[src/verilog/tinyrv1_pkg.sv]
// Shared types for the TinyRV1 decode/issue stage
// seq_num fields are SEQ_MAX wide; users may carry fewer bits in the low end
// Two execute pipes only; routing depends on the TinyRV1 opcode set

package tinyrv1_pkg;

  // ----------------------------------------
  // Sizes and pipe indices
  // ----------------------------------------

  localparam int SEQ_MAX     = 8;
  localparam int NUM_PIPES   = 2;
  localparam int PIPE_ALU    = 0;
  localparam int PIPE_MULMEM = 1;

  // ----------------------------------------
  // Instruction field encodings
  // ----------------------------------------

  // Major opcodes in inst[6:0]
  localparam logic [6:0] OPC_OP     = 7'b0110011;
  localparam logic [6:0] OPC_OP_IMM = 7'b0010011;
  localparam logic [6:0] OPC_LOAD   = 7'b0000011;
  localparam logic [6:0] OPC_STORE  = 7'b0100011;
  localparam logic [6:0] OPC_JAL    = 7'b1101111;
  localparam logic [6:0] OPC_JALR   = 7'b1100111;
  localparam logic [6:0] OPC_BRANCH = 7'b1100011;

  // funct3 in inst[14:12]
  localparam logic [2:0] F3_ADD  = 3'b000;
  localparam logic [2:0] F3_MUL  = 3'b000;
  localparam logic [2:0] F3_ADDI = 3'b000;
  localparam logic [2:0] F3_LW   = 3'b010;
  localparam logic [2:0] F3_SW   = 3'b010;
  localparam logic [2:0] F3_JR   = 3'b000;
  localparam logic [2:0] F3_BNE  = 3'b001;

  // funct7 in inst[31:25]
  localparam logic [6:0] F7_ADD = 7'b0000000;
  localparam logic [6:0] F7_MUL = 7'b0000001;

  // ----------------------------------------
  // Decoded operation and immediate format
  // ----------------------------------------

  typedef enum logic [3:0] {
    op_add,
    op_addi,
    op_mul,
    op_lw,
    op_sw,
    op_jal,
    op_jr,
    op_bne,
    op_illegal
  } uop_t;

  typedef enum logic [1:0] {
    imm_i,
    imm_s,
    imm_b,
    imm_j
  } imm_fmt_t;

  // ----------------------------------------
  // Packets
  // ----------------------------------------

  // From fetch; val travels beside it
  typedef struct packed {
    logic [31:0]        inst;
    logic [31:0]        pc;
    logic [SEQ_MAX-1:0] seq_num;
  } fetch_pkt_t;

  // Shared by both execute pipes
  typedef struct packed {
    logic [31:0]        pc;
    logic [31:0]        op1;
    logic [31:0]        op2;
    uop_t               uop;
    logic [4:0]         waddr;
    logic [SEQ_MAX-1:0] seq_num;
  } issue_pkt_t;

  // Writeback notification from the pipes
  typedef struct packed {
    logic               val;
    logic               wen;
    logic [4:0]         waddr;
    logic [31:0]        wdata;
    logic [SEQ_MAX-1:0] seq_num;
  } complete_t;

endpackage

[src/verilog/inst_decoder.sv]
// Combinational TinyRV1 decoder; unknown encodings give op_illegal
// jr is matched as jalr with funct3 000, rd and offset are not checked
// Unused source addresses are forced to x0 so they never stall

`timescale 1ns/1ps

module inst_decoder (
  input  logic [31:0]           inst,
  output tinyrv1_pkg::uop_t     uop,
  output logic [4:0]            raddr0,
  output logic [4:0]            raddr1,
  output logic [4:0]            waddr,
  output logic                  wen,
  output tinyrv1_pkg::imm_fmt_t imm_fmt,
  output logic                  op2_imm
);

  import tinyrv1_pkg::*;

  logic [6:0] opcode;
  logic [2:0] funct3;
  logic [6:0] funct7;
  logic [4:0] rd;
  logic [4:0] rs1;
  logic [4:0] rs2;

  // Standard RISC-V field positions
  assign opcode = inst[6:0];
  assign rd     = inst[11:7];
  assign funct3 = inst[14:12];
  assign rs1    = inst[19:15];
  assign rs2    = inst[24:20];
  assign funct7 = inst[31:25];

  // ----------------------------------------
  // Encoding match
  // ----------------------------------------

  always_comb begin
    uop = op_illegal;
    case (opcode)
      OPC_OP: begin
        if (funct3 == F3_ADD && funct7 == F7_ADD) begin
          uop = op_add;
        end else if (funct3 == F3_MUL && funct7 == F7_MUL) begin
          uop = op_mul;
        end
      end
      OPC_OP_IMM: if (funct3 == F3_ADDI) uop = op_addi;
      OPC_LOAD:   if (funct3 == F3_LW) uop = op_lw;
      OPC_STORE:  if (funct3 == F3_SW) uop = op_sw;
      OPC_BRANCH: if (funct3 == F3_BNE) uop = op_bne;
      OPC_JALR:   if (funct3 == F3_JR) uop = op_jr;
      OPC_JAL:    uop = op_jal;
      default:    uop = op_illegal;
    endcase
  end

  // ----------------------------------------
  // Operand and writeback controls per uop
  // ----------------------------------------

  always_comb begin
    raddr0  = '0;
    raddr1  = '0;
    wen     = 1'b0;
    op2_imm = 1'b0;
    imm_fmt = imm_i;
    case (uop)
      op_add, op_mul: begin
        raddr0 = rs1;
        raddr1 = rs2;
        wen    = 1'b1;
      end
      op_addi, op_lw: begin
        raddr0  = rs1;
        wen     = 1'b1;
        op2_imm = 1'b1;
      end
      // Store and branch still read rs2 for hazard tracking
      op_sw: begin
        raddr0  = rs1;
        raddr1  = rs2;
        op2_imm = 1'b1;
        imm_fmt = imm_s;
      end
      op_bne: begin
        raddr0  = rs1;
        raddr1  = rs2;
        op2_imm = 1'b1;
        imm_fmt = imm_b;
      end
      op_jal: begin
        wen     = 1'b1;
        op2_imm = 1'b1;
        imm_fmt = imm_j;
      end
      op_jr: begin
        raddr0  = rs1;
        op2_imm = 1'b1;
      end
      default: begin
        wen = 1'b0;
      end
    endcase
  end

  // Non-writers report x0 as destination
  assign waddr = wen ? rd : 5'd0;

endmodule

[src/verilog/imm_gen.sv]
// Immediate builder for the I, S, B and J formats
// Always sign-extends from inst[31]; no U format

`timescale 1ns/1ps

module imm_gen (
  input  logic [31:0]           inst,
  input  tinyrv1_pkg::imm_fmt_t imm_fmt,
  output logic [31:0]           imm
);

  import tinyrv1_pkg::*;

  always_comb begin
    case (imm_fmt)
      // Loads, addi, jalr
      imm_i:   imm = {{20{inst[31]}}, inst[31:20]};
      // Stores split the offset around rs2
      imm_s:   imm = {{20{inst[31]}}, inst[31:25], inst[11:7]};
      // Branch offset in halfwords with an implicit bit 0
      imm_b:   imm = {{19{inst[31]}}, inst[31], inst[7], inst[30:25],
                      inst[11:8], 1'b0};
      // jal offset of 21 bits
      imm_j:   imm = {{11{inst[31]}}, inst[31], inst[19:12], inst[20],
                      inst[30:21], 1'b0};
      default: imm = '0;
    endcase
  end

endmodule

[src/verilog/scoreboard_regfile.sv]
// 32 x 32-bit register file with a pending bit per register
// Reads are combinational with no bypass of a same-cycle completion
// x0 reads zero and is never pending; set beats clear on the same register

`timescale 1ns/1ps

module scoreboard_regfile (
  input  logic                   clk,
  input  logic                   rst,
  input  logic [4:0]             raddr0,
  input  logic [4:0]             raddr1,
  output logic [31:0]            rdata0,
  output logic [31:0]            rdata1,
  output logic                   pend0,
  output logic                   pend1,
  input  logic [4:0]             set_addr,
  input  logic                   set_en,
  input  tinyrv1_pkg::complete_t complete
);

  logic [31:0] regs [32];
  logic [31:0] pending;
  logic        wr_en;

  // Only real writes to nonzero registers count
  assign wr_en = complete.val & complete.wen & (complete.waddr != 5'd0);

  // ----------------------------------------
  // Read ports
  // ----------------------------------------

  assign rdata0 = (raddr0 == 5'd0) ? 32'd0 : regs[raddr0];
  assign rdata1 = (raddr1 == 5'd0) ? 32'd0 : regs[raddr1];
  assign pend0  = pending[raddr0];
  assign pend1  = pending[raddr1];

  // ----------------------------------------
  // Data write from completion
  // ----------------------------------------

  always_ff @(posedge clk) begin
    if (wr_en) begin
      regs[complete.waddr] <= complete.wdata;
    end
  end

  // ----------------------------------------
  // Pending bits
  // ----------------------------------------

  always_ff @(posedge clk) begin
    if (rst) begin
      pending <= '0;
    end else begin
      if (wr_en) begin
        pending[complete.waddr] <= 1'b0;
      end
      // Later assignment wins, so a new issue keeps its bit
      if (set_en && set_addr != 5'd0) begin
        pending[set_addr] <= 1'b1;
      end
    end
  end

endmodule

[src/verilog/issue_router.sv]
// Picks one of the two execute pipes from the uop
// mul, lw and sw go to the mul/memory pipe, the rest to the ALU pipe
// op_illegal drains through the ALU pipe

`timescale 1ns/1ps

module issue_router (
  input  tinyrv1_pkg::uop_t                    uop,
  input  logic                                 val,
  input  logic [tinyrv1_pkg::NUM_PIPES-1:0]    ex_rdy,
  output logic [tinyrv1_pkg::NUM_PIPES-1:0]    ex_val,
  output logic                                 xfer
);

  import tinyrv1_pkg::*;

  logic pipe_sel;

  // Pipe choice
  always_comb begin
    case (uop)
      op_mul, op_lw, op_sw: pipe_sel = 1'(PIPE_MULMEM);
      default:              pipe_sel = 1'(PIPE_ALU);
    endcase
  end

  // One-hot valid toward the chosen pipe only
  always_comb begin
    ex_val           = '0;
    ex_val[pipe_sel] = val;
  end

  // Handshake completes on the selected pipe
  assign xfer = ex_val[pipe_sel] & ex_rdy[pipe_sel];

endmodule

[src/verilog/decode_issue_unit.sv]
// TinyRV1 decode and issue stage, one instruction held at a time
// Stalls on pending sources; no operand bypass and no WAW check
// sw and bne carry their immediate in op2; their rs2 value is not forwarded
// p_seq_num_bits must not exceed tinyrv1_pkg::SEQ_MAX

`timescale 1ns/1ps

module decode_issue_unit #(
  parameter int p_seq_num_bits = 8
) (
  input  logic                                 clk,
  input  logic                                 rst,
  input  logic                                 fetch_val,
  input  tinyrv1_pkg::fetch_pkt_t              fetch_pkt,
  output logic                                 fetch_rdy,
  output logic [tinyrv1_pkg::NUM_PIPES-1:0]    ex_val,
  input  logic [tinyrv1_pkg::NUM_PIPES-1:0]    ex_rdy,
  output tinyrv1_pkg::issue_pkt_t              issue_pkt,
  input  tinyrv1_pkg::complete_t               complete
);

  import tinyrv1_pkg::*;

  // ----------------------------------------
  // Stage register
  // ----------------------------------------

  fetch_pkt_t stage_pkt;
  logic       stage_val;
  logic       fetch_xfer;
  logic       issue_xfer;

  assign fetch_xfer = fetch_val & fetch_rdy;

  // Load wins over drain so slots turn over every cycle
  always_ff @(posedge clk) begin
    if (rst) begin
      stage_val <= 1'b0;
    end else if (fetch_xfer) begin
      stage_val <= 1'b1;
    end else if (issue_xfer) begin
      stage_val <= 1'b0;
    end
  end

  // Payload
  always_ff @(posedge clk) begin
    if (fetch_xfer) begin
      stage_pkt <= fetch_pkt;
    end
  end

  // ----------------------------------------
  // Decode, immediate, register read
  // ----------------------------------------

  uop_t        dec_uop;
  logic [4:0]  dec_raddr0;
  logic [4:0]  dec_raddr1;
  logic [4:0]  dec_waddr;
  logic        dec_wen;
  imm_fmt_t    dec_imm_fmt;
  logic        dec_op2_imm;
  logic [31:0] imm;
  logic [31:0] rdata0;
  logic [31:0] rdata1;
  logic        pend0;
  logic        pend1;
  logic        stall;

  inst_decoder u_decoder (
    .inst    (stage_pkt.inst),
    .uop     (dec_uop),
    .raddr0  (dec_raddr0),
    .raddr1  (dec_raddr1),
    .waddr   (dec_waddr),
    .wen     (dec_wen),
    .imm_fmt (dec_imm_fmt),
    .op2_imm (dec_op2_imm)
  );

  imm_gen u_imm_gen (
    .inst    (stage_pkt.inst),
    .imm_fmt (dec_imm_fmt),
    .imm     (imm)
  );

  // Destination becomes pending on the issue edge
  scoreboard_regfile u_regfile (
    .clk      (clk),
    .rst      (rst),
    .raddr0   (dec_raddr0),
    .raddr1   (dec_raddr1),
    .rdata0   (rdata0),
    .rdata1   (rdata1),
    .pend0    (pend0),
    .pend1    (pend1),
    .set_addr (dec_waddr),
    .set_en   (dec_wen & issue_xfer),
    .complete (complete)
  );

  // RAW hazard on either source
  assign stall = pend0 | pend1;

  // ----------------------------------------
  // Routing and fetch back-pressure
  // ----------------------------------------

  issue_router u_router (
    .uop    (dec_uop),
    .val    (stage_val & ~stall),
    .ex_rdy (ex_rdy),
    .ex_val (ex_val),
    .xfer   (issue_xfer)
  );

  // Empty stage, or the held one leaves now
  assign fetch_rdy = ~stage_val | issue_xfer;

  // ----------------------------------------
  // Issue packet
  // ----------------------------------------

  always_comb begin
    issue_pkt.pc      = stage_pkt.pc;
    issue_pkt.op1     = rdata0;
    issue_pkt.op2     = dec_op2_imm ? imm : rdata1;
    issue_pkt.uop     = dec_uop;
    issue_pkt.waddr   = dec_waddr;
    // Only the low seq bits are carried
    issue_pkt.seq_num = SEQ_MAX'(stage_pkt.seq_num[p_seq_num_bits-1:0]);
  end

endmodule

[config.mk]
export PLATFORM = sky130hd
export DESIGN_NAME = decode_issue_unit
export DESIGN_NICKNAME = d
export VERILOG_FILES = /design/src/verilog/tinyrv1_pkg.sv /design/src/verilog/inst_decoder.sv /design/src/verilog/imm_gen.sv /design/src/verilog/scoreboard_regfile.sv /design/src/verilog/issue_router.sv /design/src/verilog/decode_issue_unit.sv
export SDC_FILE = /design/constraint.sdc
export NUM_CORES = 2
export LEC_CHECK = 0
export BUFFER_PORTS_ARGS = -buffer_cell sky130_fd_sc_hd__buf_2
export CORE_MARGIN = 5
export CORE_UTILIZATION = 50
export DETAILED_ROUTE_END_ITERATION = 8
export MAX_ROUTING_LAYER = met4
export PLACE_DENSITY = 0.67
export SKIP_LAST_GASP = 1
export SYNTH_ARGS = -nofsm -noshare
export SYNTH_HDL_FRONTEND = slang
export SYNTH_HIERARCHICAL = 1
export SYNTH_SLANG_ARGS = --single-unit
[constraint.sdc]
create_clock -name clk -period 11.7 [get_ports clk]
set_input_delay 1.17 -clock clk [delete_from_list [all_inputs] [get_ports clk]]
set_output_delay 1.17 -clock clk [all_outputs]
set_load 0.01 [all_outputs]
=== Word-level counts from Yosys, hierarchy flattened ===
Memories as Yosys holds them, arrays and structs flattened.
Cells that the tools add are included.

* Register bits: 105
* Memory bits (writable): 1024
* Input bits: 124
* Output and inout bits: 116
* Memories: 1

* Order comparisons: 8
* Equal/unequal tests: 20
* Mux-type cells: 40
* Bitwise gates (word level): 14
* Reductions and logical operators: 20

{| class="wikitable"
|+ Memories
! name !! words !! bits a word !! rd ports !! clocked after memory_dff !! write ports !! line !! source
|-
| u_regfile.regs || 32 || 32 || 2 || 0 || 1 || scoreboard_regfile.sv:21 || <nowiki>logic [31:0] regs [32];</nowiki>
|}

{| class="wikitable"
|+ Operators by type and width
! kind !! count
|-
| 32-bit two-way mux || 6
|-
| 32-bit case mux with 4 select lines || 1
|-
| 32-bit AND || 1
|-
| 32-bit inverter || 1
|-
| 32-bit bitwise OR || 1
|-
| 4-bit two-way mux || 7
|-
| 4-bit case mux with 7 select lines || 1
|-
| 5-bit by 6-bit < comparator with 1-bit output (second input constant) || 4
|-
| 7-bit == test (second input constant) || 3
|-
| 4-bit by 3-bit == test with 1-bit output (second input constant) || 4
|-
| 1-bit two-way mux || 16
|-
| 5-bit two-way mux || 3
|-
| 7-bit by 6-bit == test with 1-bit output (second input constant) || 2
|-
| 1-bit binary-select mux with 5-bit select || 2
|-
| 1-bit demux with 5-bit select || 2
|-
| 5-bit by 1-bit greater-or-equal comparator with 1-bit output (second input constant) || 2
|-
| 5-bit zero test || 2
|-
| 5-bit nonzero test || 2
|-
| 4-bit by 2-bit == test with 1-bit output (second input constant) || 2
|-
| 7-bit by 1-bit == test with 1-bit output (second input constant) || 1
|-
| 7-bit by 2-bit == test with 1-bit output (second input constant) || 1
|-
| 7-bit by 5-bit == test with 1-bit output (second input constant) || 1
|-
| 7-bit zero test || 1
|-
| 7-bit OR reduction || 1
|-
| other kinds (22) || 35
|}

=== Logic depth before layout (Yosys ltp) ===
* Word-level depth: 20
* Gate-level depth with buffers: 20
* Mapped depth without buffers: 17

=== Modules after synthesis ===
Netlist, hierarchy kept.

{| class="wikitable"
|+ Modules (own cells, without submodules)
! module !! times used !! cells an instance !! area each (µm²) !! sequential area each (µm²)
|-
| scoreboard_regfile || 1 || 2581 || 48920.7 || 31390.1
|-
| decode_issue_unit || 1 || 155 || 3061.7 || 2182.1
|-
| inst_decoder || 1 || 64 || 434.2 || 0.0
|-
| imm_gen || 1 || 39 || 322.8 || 0.0
|-
| issue_router || 1 || 8 || 55.1 || 0.0
|}

=== Worst setup path after synthesis ===
Ideal clock, no wire load.

* Path type: register -> register
* Start point: reg stage_pkt[53] (netlist bit)
* End point: reg stage_pkt (netlist bit issue_pkt[0]), enable pin
* Setup time: 0.438 ns
* Data arrival time: 5.566 ns
* Data required time: 11.262 ns
* Setup slack: 5.696 ns
* Stages on the path, launching flop included: 18
* Path through: edfxtp_1 nor2b_2 nor4b_1 o31ai_1 o2bb2ai_2 o21ai_2 and2_1 buf_2 buf_6 buf_2 mux4_2 mux4_2 mux2_2 nor3b_1 nand2_1 mux2i_1 nand2b_1 and2_1

{| class="wikitable"
|+ RTL lines
! item !! line !! source
|-
| from (decl) || decode_issue_unit.sv:28 || <nowiki>fetch_pkt_t stage_pkt;</nowiki>
|-
| from (signal assigned) || decode_issue_unit.sv:49 || <nowiki>stage_pkt <= fetch_pkt;</nowiki>
|}

==> metrics.md <==
| Metric | Value |
|---|---|
| Status | `complete, no violations` |
| Start point of the worst hold path | `u_regfile/pending[0]` |
| Net count, final | `3151` |
| Syn_area_per_cell | `18.5 µm²` |
| Final Max Slew Viols | `0` |
| Routed Antenna Nets | `0` |
| Hpwl dp | `~90000 µm` |
| Synth top area cells | `edfxtp_1, mux4_2, mux2i_1` |
| Total GRT Usage | `29.7%` |
| # rows | `between 100 and 150` |
| Setup CP Type | `reg2out` |
| Critical Path Start | `stage_pkt[43]` |
| Post-CTS setup buffer count | `0` |
| Skew final | `0.0352 ns` |
| Min cycle time layout | `~8 ns` |
| Post-synth EDFFs | `approximately 1100` |
| TritonRoute pass-1 iters | `6` |
| Die ar. | `~110000 µm²` |
| Starting DRT DRC Count | `between 4000 and 5000` |
| Die width | `335 µm` |
| Most instantiated library cell after synthesis | `edfxtp_1` |
| Fin crit share | `between 70% and 80%` |
| Clk_lat worst skew | `between 0.7 and 0.8 ns` |
| Synth Area in Compound Gates | `approximately 6%` |
| First-pass GRT wire length | `between 200000 and 250000 µm` |
| Buffers and inverters on the worst path | `5` |
| HP Class | `reg2reg` |
| # setup viols final | `0` |
| Starting Density | `50.2%` |
| Final hold viol count | `0` |
| Fmax | `between 0.1 and 0.15 GHz` |
| Synth cell types | `60` |
| Top_reg_cell synth | `edfxtp_1` |
| WL per Instance | `about 36 µm` |
| Asr flop ratio synth | `0%` |
| Core area | `between 100000 and 150000 µm²` |
| Critical Path Most Common Cell | `buf_4` |
| Startpoint type of the worst setup path | `flip-flop` |
| Sequential share of the synthesized area | `63.6%` |
| Final Cell Area | `around 60000 µm²` |
| Synth Area in Adders | `0%` |
| Slew @ Worst Pin | `between 1 and 1.5 ns` |
| CP max stage delay | `approximately 0.98 ns` |
| GP Congestion | `between 0.9 and 1` |
| Reg-to-reg startpoint | `stage_pkt[52]` |
| Critical path's top delay family | `buffers and inverters` |
| Total Wirelength | `~160000 µm` |
| Area share of the largest cell type after synthesis | `between 60 and 70%` |
| Max Fanout on Critical Path | `33` |
| Crit-path cells | `nand4bb_1, nor4b_2, a21oi_2, o211ai_4, buf_4, o21ai_2, and2_4, clkinv_2, buf_4, buf_4, mux2_2, o21ai_0, a311oi_1, mux2_4, buf_2` |
| Post-synthesis mux area share | `~25%` |
| Fin util | `between 50% and 60%` |
| Syn-to-layout area delta | `12.2%` |
| Max-Cap Viols | `0` |
| CTS max path bufs | `3` |
| Grt ovf | `0` |
| Largest net degree at the start of global routing | `about 150` |
| CTS tree | `yes` |
| # DRC | `0` |
| Simple-gate share of the synthesized area | `2.69%` |
| Power per cell area | `146 nW/µm²` |
| Die Y | `approximately 330 µm` |
| DR vias/cell | `around 7.1` |
| Area after DPL | `~55000 µm²` |
| Design Power | `between 8 and 9 mW` |
| Largest family of logic cells by synthesized area | `multiplexers` |
| Max-slew headroom | `16.4%` |
| Worst path required time | `around 11 ns` |
| Post-synthesis register bit count | `roughly 1100` |
| Synthesized area | `~53000 µm²` |
| Total CTS buffers | `115` |
| CP Capture Type | `output pin` |
| Worst EP arrival | `a little over 7 ns` |
| IO Pins | `between 200 and 250` |
| IO buf count | `around 230` |
| Share of layout cells above drive strength 1 | `between 30% and 40%` |
| Root Buffer | `clkbuf_16` |
| Slowest CP cell | `a311oi_1` |
| Mapped Cells | `about 2800` |
| Synth warn | `6` |
| Post-synthesis xor/xnor area fraction | `less than 1%` |
| Cts hold-fix bufs | `0` |
| RSZ-0062 raised after global routing | `no` |
| Post-synth top cells | `edfxtp_1, mux4_2, o21ai_0, mux2i_1, clkbuf_1` |
| Initial antenna violation count | `12` |
| Clk sinks | `approximately 1100` |
| Clock slew at reported path FFs | `approximately 0.06 ns` |
| Worst IR drop on VDD | `between 0.1 and 0.15 mV` |
| Via Count | `31979` |
| Leakage | `between 15 and 20 nW` |
| H-tree depth | `3` |
| Vias in the first global route | `around 33000` |
| Post-CTS Resized | `0` |
| Synth area leader | `edfxtp_1` |
| Setup TNS Final | `0 ns` |
[cells by family after synthesis]
kind of cell,after synthesis
AO/OA/AOI/OAI,453
multiplexers,701
AND/OR/NAND/NOR,273
flip-flops,1129
XOR/XNOR,1
other,1
buffers and inverters,289
[power breakdown]
group	switching (mW)	internal, mW
Clock	1.55	2.23
Combinational	0.235	0.139
Sequential	0.0248	4.49
Total	1.81	6.86
[final timing paths]
kind,end,slack [ns],depth (start not counted)
worst max-delay path,issue_pkt[34],3.47,15
worst min register to register,u_regfile/pending[0],0.48,1
worst min-delay path,u_regfile/pending[0],0.48,1
worst max register to register,issue_pkt[84],4.64,16
[stage by stage]
stage / hold slack (ns) / setup WS [ns] / instances
CTS: 0.482 / 3.60 / 4516
detailed placement: 0.473 / 4.38 / 4301
global route: 0.512 / 3.38 / 4520
finish: 0.484 / 3.47 / 4521
global placement: 0.467 / 4.49 / 4301
floorplan: 0.451 / 5.70 / 2878
[final cells by class]
| cell class | count | area, µm² |
|---|---|---|
| Clock inverter | 66 | 752 |
| Multi-Input combinational cell | 1460 | 18100 |
| Clock buffer | 149 | 3130 |
| Timing Repair Buffer | 314 | 1830 |
| Tap cell | 1391 | 1740 |
| Antenna cell | 5 | 12.5 |
| Inverter | 7 | 28.8 |
| Fill cell | 7989 | 45900 |
| Sequential cell | 1129 | 33600 |
[cells in the final DEF (no fill, tap or decap), drive strengths merged, types with 3 or more instances in the layout]
master and count:
a22oi 65, and2 21, clkinv 48, mux2i 131, nor3 5, or4 3, nor4b 4, mux4 468
buf 314, or2 3, nand3 7, edfxtp 1096, conb 32, clkbuf 149, o2111ai 17, nand2 83
o21ai 144, a221oi 47, mux2 102, diode 5, a211oi 64, dfxtp 33, inv 7, nand2b 8
a31o 8, a21oi 36, nor2 52, a311oi 64, nor2b 76, bufinv 16
[routing by layer]
metal,global-route usage (%),vias to the layer above,routed length (µm)
met5,-,-,0
met4,10.6,0,6650
met3,7.67,415,20600
met2,45.2,2353,76900
met1,39.4,16798,60300
li1,-,12413,-
[worst reg2reg max path: cells and delay by family, from the launching register on]
kind                   cells  cell delay [ns]
AND/OR/NAND/NOR            6             2.47
multiplexers               4             1.65
buffers and inverters      2             1.02
AO/OA/AOI/OAI              4             1.01
flip-flops                 1             0.50
[sequential cells by signal (all words and copies together), names as in the netlist]
register and flops:
issue_pkt 40, u_regfile/regs 1024, stage_val 1, u_regfile/pending 32
stage_pkt 32
Power figures use the tool's default switching activity.
